[config.mk]
export PLATFORM = sky130hd
export DESIGN_NAME = tpu
export DESIGN_NICKNAME = d
export VERILOG_FILES = /design/src/hdl/tpu_pkg.sv /design/src/hdl/array_feed_if.sv /design/src/hdl/tpu_ctrl.sv /design/src/hdl/skew_buffer.sv /design/src/hdl/pe_array.sv /design/src/hdl/result_drain.sv /design/src/hdl/tpu.sv
export SDC_FILE = /design/constraint.sdc
export NUM_CORES = 2
export LEC_CHECK = 0
export BUFFER_PORTS_ARGS = -buffer_cell sky130_fd_sc_hd__buf_2
export CAP_MARGIN = 25
export CORE_MARGIN = 5
export CORE_UTILIZATION = 63
export DETAILED_ROUTE_END_ITERATION = 7
export PLACE_DENSITY = 0.87
export SETUP_SLACK_MARGIN = 0.05
export SYNTH_ARGS = -nofsm -noshare
export SYNTH_HDL_FRONTEND = slang
export SYNTH_SLANG_ARGS = --single-unit
export TNS_END_PERCENT = 1
[constraint.sdc]
create_clock -name clk -period 10.25 [get_ports clk]
set_input_delay 0.5125 -clock clk [delete_from_list [all_inputs] [get_ports clk]]
set_output_delay 0.5125 -clock clk [all_outputs]
set_load 0.05 [all_outputs]
[src/hdl/tpu_pkg.sv]
`default_nettype none

package tpu_pkg;

        // ========================================
        // widths
        // ========================================
        localparam int DATA_W = 8;
        localparam int ACC_W  = 16;

        // ========================================
        // element types
        // ========================================
        typedef logic [DATA_W-1:0] data_t;
        typedef logic [ACC_W-1:0]  acc_t;

        // controller phases
        typedef enum logic [2:0] {
                st_idle,
                st_load_compute,
                st_settle,
                st_drain,
                st_finish
        } tpu_state_e;

endpackage

`default_nettype wire

[src/hdl/array_feed_if.sv]
`default_nettype none

interface array_feed_if #(
        parameter int N = 4
);
        import tpu_pkg::*;

        // skewed operands at the west and north edges of the grid
        data_t [N-1:0] a_edge;
        data_t [N-1:0] b_edge;

        // advance one wave, or zero everything (clear wins)
        logic          step;
        logic          clear;

        modport feeder (output a_edge, output b_edge, input step, input clear);
        modport ctrl   (output step, output clear);
        modport array  (input a_edge, input b_edge, input step, input clear);

endinterface

`default_nettype wire

[src/hdl/tpu_ctrl.sv]
`default_nettype none

module tpu_ctrl #(
        parameter int N = 4
) (
        input  logic                 clk,
        input  logic                 rst_n,
        input  logic                 in_valid,
        input  logic                 out_ready,
        output logic                 in_ready,
        output logic                 done,
        output logic                 wr,
        output logic [$clog2(N)-1:0] row_sel,
        array_feed_if.ctrl           feed
);
        import tpu_pkg::*;

        localparam int STEPS = 3 * N;
        localparam int CNT_W = $clog2(STEPS + 1);

        tpu_state_e       state;
        tpu_state_e       state_nxt;
        logic [CNT_W-1:0] count;
        logic [CNT_W-1:0] count_nxt;

        // ========================================
        // phase sequencing
        // ========================================
        always_comb begin
                state_nxt = state;
                case (state)
                        st_idle: begin
                                if (in_valid)
                                        state_nxt = st_load_compute;
                        end
                        st_load_compute: begin
                                if (count == CNT_W'(STEPS))
                                        state_nxt = st_settle;
                        end
                        st_settle: begin
                                state_nxt = st_drain;
                        end
                        st_drain: begin
                                // last row leaves on this handshake
                                if (out_ready && count == CNT_W'(N - 1))
                                        state_nxt = st_finish;
                        end
                        st_finish: begin
                                state_nxt = st_idle;
                        end
                        default: begin
                                state_nxt = st_idle;
                        end
                endcase
        end

        // steps while computing, consumed rows while draining
        always_comb begin
                case (state_nxt)
                        st_load_compute: count_nxt = count + 1'b1;
                        st_drain: begin
                                if (state == st_drain && out_ready)
                                        count_nxt = count + 1'b1;
                                else
                                        count_nxt = count;
                        end
                        default: count_nxt = '0;
                endcase
        end

        always_ff @(posedge clk or negedge rst_n) begin
                if (!rst_n) begin
                        state <= st_idle;
                        count <= '0;
                        done  <= 1'b0;
                end else begin
                        state <= state_nxt;
                        count <= count_nxt;
                        done  <= (state_nxt == st_finish);
                end
        end

        // ========================================
        // outputs
        // ========================================
        // first N beats of a job, counting the start beat
        assign in_ready   = (state == st_idle) ||
                            (state == st_load_compute && count < CNT_W'(N));
        assign wr         = (state_nxt == st_drain);
        assign row_sel    = count_nxt[$clog2(N)-1:0];
        assign feed.step  = (state_nxt == st_load_compute);
        assign feed.clear = (state_nxt == st_idle);

endmodule

`default_nettype wire

[src/hdl/skew_buffer.sv]
`default_nettype none

module skew_buffer #(
        parameter int N = 4
) (
        input  logic                          clk,
        input  logic                          rst_n,
        input  logic [N*tpu_pkg::DATA_W-1:0]  a,
        input  logic [N*tpu_pkg::DATA_W-1:0]  b,
        input  logic                          fill,
        array_feed_if.feeder                  feed
);
        import tpu_pkg::*;

        // side 0 carries A rows, side 1 carries B columns
        data_t [N-1:0] elem     [2];
        data_t [N-1:0] edge_val [2];

        // element 0 sits in the top byte
        always_comb begin
                for (int i = 0; i < N; i++) begin
                        elem[0][i] = a[(N-1-i)*DATA_W +: DATA_W];
                        elem[1][i] = b[(N-1-i)*DATA_W +: DATA_W];
                end
        end

        // ========================================
        // triangular delay lines
        // ========================================
        for (genvar s = 0; s < 2; s++) begin : g_side
                for (genvar i = 0; i < N; i++) begin : g_line
                        data_t head;

                        // zeros once the job's beats are in
                        assign head = fill ? elem[s][i] : '0;

                        if (i == 0) begin : g_pass
                                assign edge_val[s][i] = head;
                        end else begin : g_delay
                                data_t taps [i];

                                always_ff @(posedge clk or negedge rst_n) begin
                                        if (!rst_n) begin
                                                for (int d = 0; d < i; d++)
                                                        taps[d] <= '0;
                                        end else if (feed.clear) begin
                                                for (int d = 0; d < i; d++)
                                                        taps[d] <= '0;
                                        end else if (feed.step) begin
                                                taps[0] <= head;
                                                for (int d = 1; d < i; d++)
                                                        taps[d] <= taps[d-1];
                                        end
                                end

                                assign edge_val[s][i] = taps[i-1];
                        end
                end
        end

        assign feed.a_edge = edge_val[0];
        assign feed.b_edge = edge_val[1];

endmodule

`default_nettype wire

[src/hdl/pe_array.sv]
`default_nettype none

module pe_array #(
        parameter int N = 4
) (
        input  logic                          clk,
        input  logic                          rst_n,
        array_feed_if.array                   feed,
        output tpu_pkg::acc_t [N-1:0][N-1:0]  acc
);
        import tpu_pkg::*;

        // registered operands, visible to the east and south neighbours
        data_t a_pass [N][N];
        data_t b_pass [N][N];

        // ========================================
        // cell grid
        // ========================================
        for (genvar i = 0; i < N; i++) begin : g_row
                for (genvar j = 0; j < N; j++) begin : g_col
                        data_t               a_in;
                        data_t               b_in;
                        data_t               a_q;
                        data_t               b_q;
                        acc_t                sum_q;
                        logic [2*DATA_W-1:0] prod;

                        if (j == 0) begin : g_west_edge
                                assign a_in = feed.a_edge[i];
                        end else begin : g_west_cell
                                assign a_in = a_pass[i][j-1];
                        end

                        if (i == 0) begin : g_north_edge
                                assign b_in = feed.b_edge[j];
                        end else begin : g_north_cell
                                assign b_in = b_pass[i-1][j];
                        end

                        // exact product of the pair held in this cell
                        assign prod = a_q * b_q;

                        always_ff @(posedge clk or negedge rst_n) begin
                                if (!rst_n) begin
                                        a_q   <= '0;
                                        b_q   <= '0;
                                        sum_q <= '0;
                                end else if (feed.clear) begin
                                        a_q   <= '0;
                                        b_q   <= '0;
                                        sum_q <= '0;
                                end else if (feed.step) begin
                                        a_q   <= a_in;
                                        b_q   <= b_in;
                                        // wraps at 2^ACC_W
                                        sum_q <= sum_q + acc_t'(prod);
                                end
                        end

                        assign a_pass[i][j] = a_q;
                        assign b_pass[i][j] = b_q;
                        assign acc[i][j]    = sum_q;
                end
        end

endmodule

`default_nettype wire

[src/hdl/result_drain.sv]
`default_nettype none

module result_drain #(
        parameter int N = 4
) (
        input  logic                          clk,
        input  logic                          rst_n,
        input  tpu_pkg::acc_t [N-1:0][N-1:0]  acc,
        input  logic                          wr,
        input  logic [$clog2(N)-1:0]          row_sel,
        output logic [N*tpu_pkg::ACC_W-1:0]   out,
        output logic                          out_valid
);
        import tpu_pkg::*;

        logic [N*ACC_W-1:0] row_word;

        // ========================================
        // row select
        // ========================================
        // column 0 goes to the top of the word
        always_comb begin
                for (int j = 0; j < N; j++) begin
                        row_word[(N-1-j)*ACC_W +: ACC_W] = acc[row_sel][j];
                end
        end

        // ========================================
        // output register
        // ========================================
        // reloading the same row under back-pressure keeps out steady,
        // the grid does not step while draining
        always_ff @(posedge clk or negedge rst_n) begin
                if (!rst_n) begin
                        out       <= '0;
                        out_valid <= 1'b0;
                end else if (wr) begin
                        out       <= row_word;
                        out_valid <= 1'b1;
                end else begin
                        out       <= '0;
                        out_valid <= 1'b0;
                end
        end

endmodule

`default_nettype wire

[src/hdl/tpu.sv]
`default_nettype none

module tpu #(
        parameter int N = 4
) (
        input  logic                          clk,
        input  logic                          rst_n,
        input  logic                          in_valid,
        input  logic                          out_ready,
        input  logic [N*tpu_pkg::DATA_W-1:0]  a,
        input  logic [N*tpu_pkg::DATA_W-1:0]  b,
        output logic [N*tpu_pkg::ACC_W-1:0]   out,
        output logic                          in_ready,
        output logic                          out_valid,
        output logic                          done
);
        import tpu_pkg::*;

        logic                 wr;
        logic [$clog2(N)-1:0] row_sel;
        acc_t [N-1:0][N-1:0]  acc;

        array_feed_if #(.N(N)) feed ();

        // ========================================
        // control
        // ========================================
        tpu_ctrl #(
                .N         (N)
        ) u_ctrl (
                .clk       (clk),
                .rst_n     (rst_n),
                .in_valid  (in_valid),
                .out_ready (out_ready),
                .in_ready  (in_ready),
                .done      (done),
                .wr        (wr),
                .row_sel   (row_sel),
                .feed      (feed.ctrl)
        );

        // ========================================
        // datapath
        // ========================================
        // input beats are taken while in_ready is high
        skew_buffer #(
                .N         (N)
        ) u_skew (
                .clk       (clk),
                .rst_n     (rst_n),
                .a         (a),
                .b         (b),
                .fill      (in_ready),
                .feed      (feed.feeder)
        );

        pe_array #(
                .N         (N)
        ) u_array (
                .clk       (clk),
                .rst_n     (rst_n),
                .feed      (feed.array),
                .acc       (acc)
        );

        result_drain #(
                .N         (N)
        ) u_drain (
                .clk       (clk),
                .rst_n     (rst_n),
                .acc       (acc),
                .wr        (wr),
                .row_sel   (row_sel),
                .out       (out),
                .out_valid (out_valid)
        );

endmodule

`default_nettype wire

# Word level (Yosys, flattened, before mapping)
# Cells that the tools add are included.
# op_classes
addsub,17
n_mul,16
div_mod_pow,0
order_cmp,2
n_eq_ne,9
n_shift,0
n_mux,126
bitwise_logic,0
reduce_logical,7
# op_table
cell,n
8-bit 2-to-1 mux,76
16-bit 2-to-1 mux,36
16-bit adder,16
8-bit by 8-bit multiplier with 16-bit output,16
64-bit binary-select mux with 2-bit select,1
64-bit 2-to-1 mux,2
24-bit 2-to-1 mux,4
3-bit case mux with 4 select lines,1
3-bit by 2-bit equality test with 1-bit output (second input constant),3
3-bit 2-to-1 mux,3
4-bit case mux with 2 select lines,1
3-bit by 1-bit equality test with 1-bit output (second input constant),2
3-bit logical NOT,2
4-bit by 1-bit adder with 4-bit output (second input constant),1
4-bit by 2-bit equality test with 1-bit output (second input constant),1
4-bit equality test (second input constant),1
4-bit by 3-bit < comparator with 1-bit output (second input constant),1
4-bit 2-to-1 mux,1
3-bit equality test (second input constant),1
1-bit logical AND,3
2-bit by 3-bit < comparator with 1-bit output (second input constant),1
2-bit != test (second input constant),1
2-bit nonzero test,1
1-bit logical OR,1
1-bit 2-to-1 mux,1
# word_totals
regBits,681
latchBits,0
mem_bits_rw,0
mem_bits_ro,0
inputBits,68
output_inout_bits,67
word_cells,243
mem_count,0

# Logic depth before layout (Yosys ltp)
# depth
word_depth,9
ltp_mapped,19
ltp_nobuf,18

# By module
# From an unflattened synthesis, not the netlist that was laid out.
# unflattened
cells_unflattened,7558
area_unflattened_um2,69245.2
# by_module_without_submodules
module,instances,cells_each,area_each_um2,seq_area_each_um2
pe_array,1,6841,60900.9,12812.3
skew_buffer,1,386,4281.6,2402.3
result_drain,1,286,3617.2,1626.6
tpu_ctrl,1,45,445.4,200.2

# Worst setup path after synthesis
# Ideal clock, no wire load.
# synth_timing
kind,register -> register
from,reg u_array.g_row[3].g_col[2].a_q[6]
to,reg u_array.g_row[3].g_col[2].sum_q[15]
setup_time_ns,0.071
arrival_time_ns,4.280
required_ns,10.179
setup_slack_ns,5.899
path_stages_with_launch,18
path_buffers,1
period_less_slack_ns,4.351
cell_sequence,dfrtp_1 clkbuf_1 nand2_1 fa_1 inv_1 fa_1 fa_1 inv_1 fa_1 inv_1 ha_1 o21a_1 o21ai_0 a21oi_1 a31oi_1 a21oi_1 or4_1 nand4_1
# synth_between
elab_chain_len,4
# synth_lines
element,line_no,text
from (decl),pe_array.sv:24,data_t a_q;
from (signal assigned),pe_array.sv:54,a_q <= a_in;
8-bit by 8-bit multiplier with 16-bit output,pe_array.sv:42,assign prod = a_q * b_q;
16-bit adder,pe_array.sv:57,sum_q <= sum_q + acc_t'(prod);
16-bit 2-to-1 mux,pe_array.sv:53,end else if (feed.step) begin
16-bit 2-to-1 mux,pe_array.sv:49,end else if (feed.clear) begin
to (signal assigned),pe_array.sv:57,
to (decl),pe_array.sv:26,acc_t sum_q;
# Every way passes these cells. The select of a mux whose other input is x is not followed.
# A chain may end at the register's enable or synchronous reset.

# Worst setup path in the final report
# layout_timing
from,reg u_array.g_row[0].g_col[1].b_q[2]
to,reg u_array.g_row[0].g_col[1].sum_q[15]
# layout_between
elab_chain_len,4
# layout_lines
element,line_no,text
from (decl),pe_array.sv:25,data_t b_q;
from (signal assigned),pe_array.sv:55,b_q <= b_in;
8-bit by 8-bit multiplier with 16-bit output,pe_array.sv:42,
16-bit adder,pe_array.sv:57,
16-bit 2-to-1 mux,pe_array.sv:53,
16-bit 2-to-1 mux,pe_array.sv:49,
to (signal assigned),pe_array.sv:57,
to (decl),pe_array.sv:26,
# Every way passes these cells. The select of a mux whose other input is x is not followed.

==> flow_summary_export.csv <==
group,metric,value,unit
status,outcome,"complete, no violations",
global_routing,grt_use_total,0.286,
synth,yosys_most_used_dff,"dfrtp_1",
floorplanning,dieHeight,332,µm
timing,rsz0062_at_grt,"no",
synth,synth-seq-cells,681,
floorplanning,dieWidth,332,µm
cts,cts_setup_buffers,0,
cts,clk_latency,0.66,ns
global_routing,grt_pass1_vias,51900,
global_routing,grt-ovfl-total,0,
timing,fin_ws,5.37,ns
critical_path,cpLargestDelayFamily,"adder cells",
synth,syn_avg_cell_area,9.52,µm²
synth,synthesis.nets,8307,
cts,htreeDepth,3,
flow_run,maxCapViolations,0,
drt,wl_per_cell,19.1,µm
cts,cts.sinks,681,
timing,worst_slew_pin_slew,1.05,ns
critical_path,crit_path_top_delay_cell,"dfrtp_1",
placement,dp_slack,5.47,ns
worst_hold_path,hold_end,"u_skew.g_side[0].g_line[2].g_delay.taps[9]$_DFFE_PN0P_",
cts,ctsResizeCount,0,
synth,ys_seq_area_frac,0.260,
global_routing,antenna_found_initial,1,
synth,yosys_warnings,0,
timing,setup_tns,0,ns
worst_hold_path,worstHoldPathCells,2,
critical_path,ff2ff_setup_slack,5.37,ns
power,p_leak,37.0,nW
power,powerDensity,332,nW/µm²
floorplanning,initial_core_util,0.634,
drt,ant_nets,0,
drt,vias,47900,
critical_path,cp_data_arrival_time,5.45,ns
placement,gp_congestion,0.953,
floorplanning,dieArea,111000,µm²
drt,routed_wl,156000,µm
timing,period_minus_slack,4.88,ns
placement,port_buffers,134,
critical_path,rr_worst_depth,16,
critical_path,cp.required,10.82,ns
timing,drv_slew,0,
finish,area_growth,6.01,%
synth,synth-edff-count,0,
critical_path,worstPathMaxFanout,10,
finish,finalInstanceArea,69400,µm²
worst_hold_path,hold_start,"a[9]",
timing,slew_headroom,0.300,
timing,hold_viol,0,
synth,syn_area,65500,µm²
finish,final_nets,8171,
timing,finalClockSkew,0.0227,ns
critical_path,critical_path.max_stage_delay,0.65,ns
placement,place.detailed.hpwl,115000,µm
global_routing,grt_pass1_wl,261000,µm
critical_path,reg2reg_to,"u_array.g_row[0].g_col[1].sum_q[15]$_DFFE_PN0P_",
cts,tritoncts.num_buffers,78,
timing,post-route-period-util,0.476,
cts,cts_root_buffer,"clkbuf_16",
cts,clockBufferDepth,3,
synth,synth.distinct_cells,59,
timing,setup-violations-final,0,
critical_path,reg2reg_from,"u_array.g_row[0].g_col[1].b_q[2]$_DFFE_PN0P_",
floorplanning,pin_count,135,
floorplanning,core_area,103000,µm²
critical_path,startpoint_type,"flop",
power,ir_worst_vdd,0.333,mV
drt,drt_iter0_markers,3571,
finish,drive_above_1_share,0.0463,
cts,cts.clk_slew.worst_paths,0.07,ns
cts,tritoncts,"yes",
synth,netlist_instances,6877,
critical_path,cp.buffers_inverters,3,
finish,antenna_cells,0,
drt,drc,0,
critical_path,path_cells,"nand2_1 -> fa_1 -> fa_1 -> inv_1 -> fa_1 -> inv_1 -> fa_1 -> inv_1 -> ha_1 -> o21ai_0 -> a21oi_1 -> o211ai_1 -> o21ai_0 -> xnor2_1 -> or3_1 -> o21ai_0",
critical_path,end_kind,"flop",
floorplanning,num_rows,118,
placement,placed_area,66700,µm²
critical_path,timing.critical_path.mode_cell,"fa_1",
timing,max_freq,0.205,GHz
drt,viasPerCell,5.86,
drt,firstDrtPassIters,6,
synth,synthArstFlopShare,1.00,
critical_path,worst-setup-path-type,"reg2reg",
global_routing,grt_max_degree,195,
worst_hold_path,min_path_type,"in2reg",
logic make-up (layout without fill, tap and decap cells):
logic type               count (synthesis)  after routing  share of synthesized area
multiplexers                           133            133                     0.0203
AND/OR/NAND/NOR                       1561           1561                      0.117
adder cells (fa/ha/maj)               1362           1362                      0.352
buffers and inverters                 1949           1874                      0.113
AO/OA/AOI/OAI                         1017           1017                      0.113
XOR/XNOR                               174            174                     0.0233
flip-flops                             681            681                      0.260
stage by stage:
step / power (mW) / hold WS (ns) / std cells / util
3_3_place_gp: 19.1 / 0.483 / 8037 / 0.645
2_1_floorplan: 16.1 / 0.217 / 6877 / -
5_1_grt: 25.2 / 0.0605 / 8182 / 0.672
6_report: 23.0 / 0.0716 / 8182 / 0.672
4_1_cts: 23.0 / 0.0378 / 8179 / 0.671
3_5_place_dp: 19.8 / 0.485 / 8037 / 0.645
per-layer routing:
layer | track usage | routed length [µm]
met1 | 0.358 | 58800
met2 | 0.481 | 76600
met3 | 0.0468 | 10700
met4 | 0.154 | 9740
met5 | 0 | 0
synth_stat cells, types with 29 or more instances:
library cell,count,share of area
nor2_1,122,0.0070
and2_1,512,0.049
mux2i_1,133,0.020
inv_1,1571,0.090
xnor2_1,85,0.011
nand2_1,698,0.040
nor3_1,33,0.0025
xor2_1,89,0.012
o22ai_1,66,0.0063
ha_1,562,0.11
buf_2,46,0.0035
fa_1,800,0.24
a22o_1,444,0.059
o21ai_0,205,0.016
clkbuf_1,300,0.017
a21oi_1,130,0.0099
nand2b_1,70,0.0067
dfrtp_1,681,0.26
or3_1,29,0.0028
a21o_1,31,0.0036
placed cells by master, fill, tap and decap left out, drive strengths merged, types with 6 or more instances in the layout:
cell,n
dfrtp,681
and3,11
bufinv,8
nand4,24
nand2,698
fa,800
nand2b,70
a32o,23
o31ai,7
o41ai,7
or4,13
o311a,6
o22ai,66
ha,562
a211o,12
and2,513
buf,161
a21oi,130
o21a,23
clkbuf,109
a21boi,7
o21ai,218
nor2b,19
a31oi,9
a21o,31
clkinvlp,8
nand3,17
mux2i,133
xor2,89
nor2,122
nor3,33
o211ai,16
or3,29
xnor2,85
a22o,444
inv,1577
clkinv,10
flip-flops by register name (all words and copies together), names as in the netlist, 3 cells and up:
name	count
u_array.g_row.g_col.b_q	128
u_ctrl.state	3
u_skew.g_side.g_line.g_delay.taps	64
u_array.g_row.g_col.a_q	128
u_ctrl.count	4
u_array.g_row.g_col.sum_q	256
u_skew.feed.b_edge	16
u_drain.out	64
u_skew.feed.a_edge	16
report_power, final:
group	switching, mW	internal, mW
clock	1.21	1.75
sequential	2.16	3.87
combinational	7.99	6.08
total	11.4	11.7
worst register-to-register path: stages (launching register included):
cell	delay (ns)
dfrtp_1	0.65
nand2_1	0.16
fa_1	0.54
fa_1	0.56
inv_1	0.05
fa_1	0.49
inv_1	0.05
fa_1	0.47
inv_1	0.05
ha_1	0.32
o21ai_0	0.15
a21oi_1	0.26
o211ai_1	0.19
o21ai_0	0.34
xnor2_1	0.14
or3_1	0.30
o21ai_0	0.07
worst max-delay path by stage:
stage,to,cells past startpoint,from
after floorplan,u_array.g_row[3].g_col[2].sum_q[15]$_DFFE_PN0P_,17,u_array.g_row[3].g_col[2].a_q[6]$_DFFE_PN0P_
after global placement,u_array.g_row[1].g_col[1].sum_q[15]$_DFFE_PN0P_,16,u_array.g_row[1].g_col[1].b_q[2]$_DFFE_PN0P_
after detailed placement,u_array.g_row[1].g_col[1].sum_q[15]$_DFFE_PN0P_,16,u_array.g_row[1].g_col[1].a_q[6]$_DFFE_PN0P_
after CTS,u_array.g_row[1].g_col[1].sum_q[15]$_DFFE_PN0P_,16,u_array.g_row[1].g_col[1].a_q[6]$_DFFE_PN0P_
after global routing,u_array.g_row[0].g_col[1].sum_q[15]$_DFFE_PN0P_,16,u_array.g_row[0].g_col[1].b_q[2]$_DFFE_PN0P_
final,u_array.g_row[0].g_col[1].sum_q[15]$_DFFE_PN0P_,16,u_array.g_row[0].g_col[1].b_q[2]$_DFFE_PN0P_
repair_timing:
action,CTS,global route
setup endpoints to repair,0,0
hold endpoints to repair,87,0
hold buffers,1,0
cell type report:
type                            instances  area [µm²]
Multi-Input combinational cell       4247       41100
Fill cell                            7328       33900
Sequential cell                       681       17000
Inverter                             1571        5900
Clock buffer                          109        2260
Tap cell                             1380        1730
Timing Repair Buffer                  162        1020
Clock inverter                         32         418
Power figures use the tool's default switching activity.
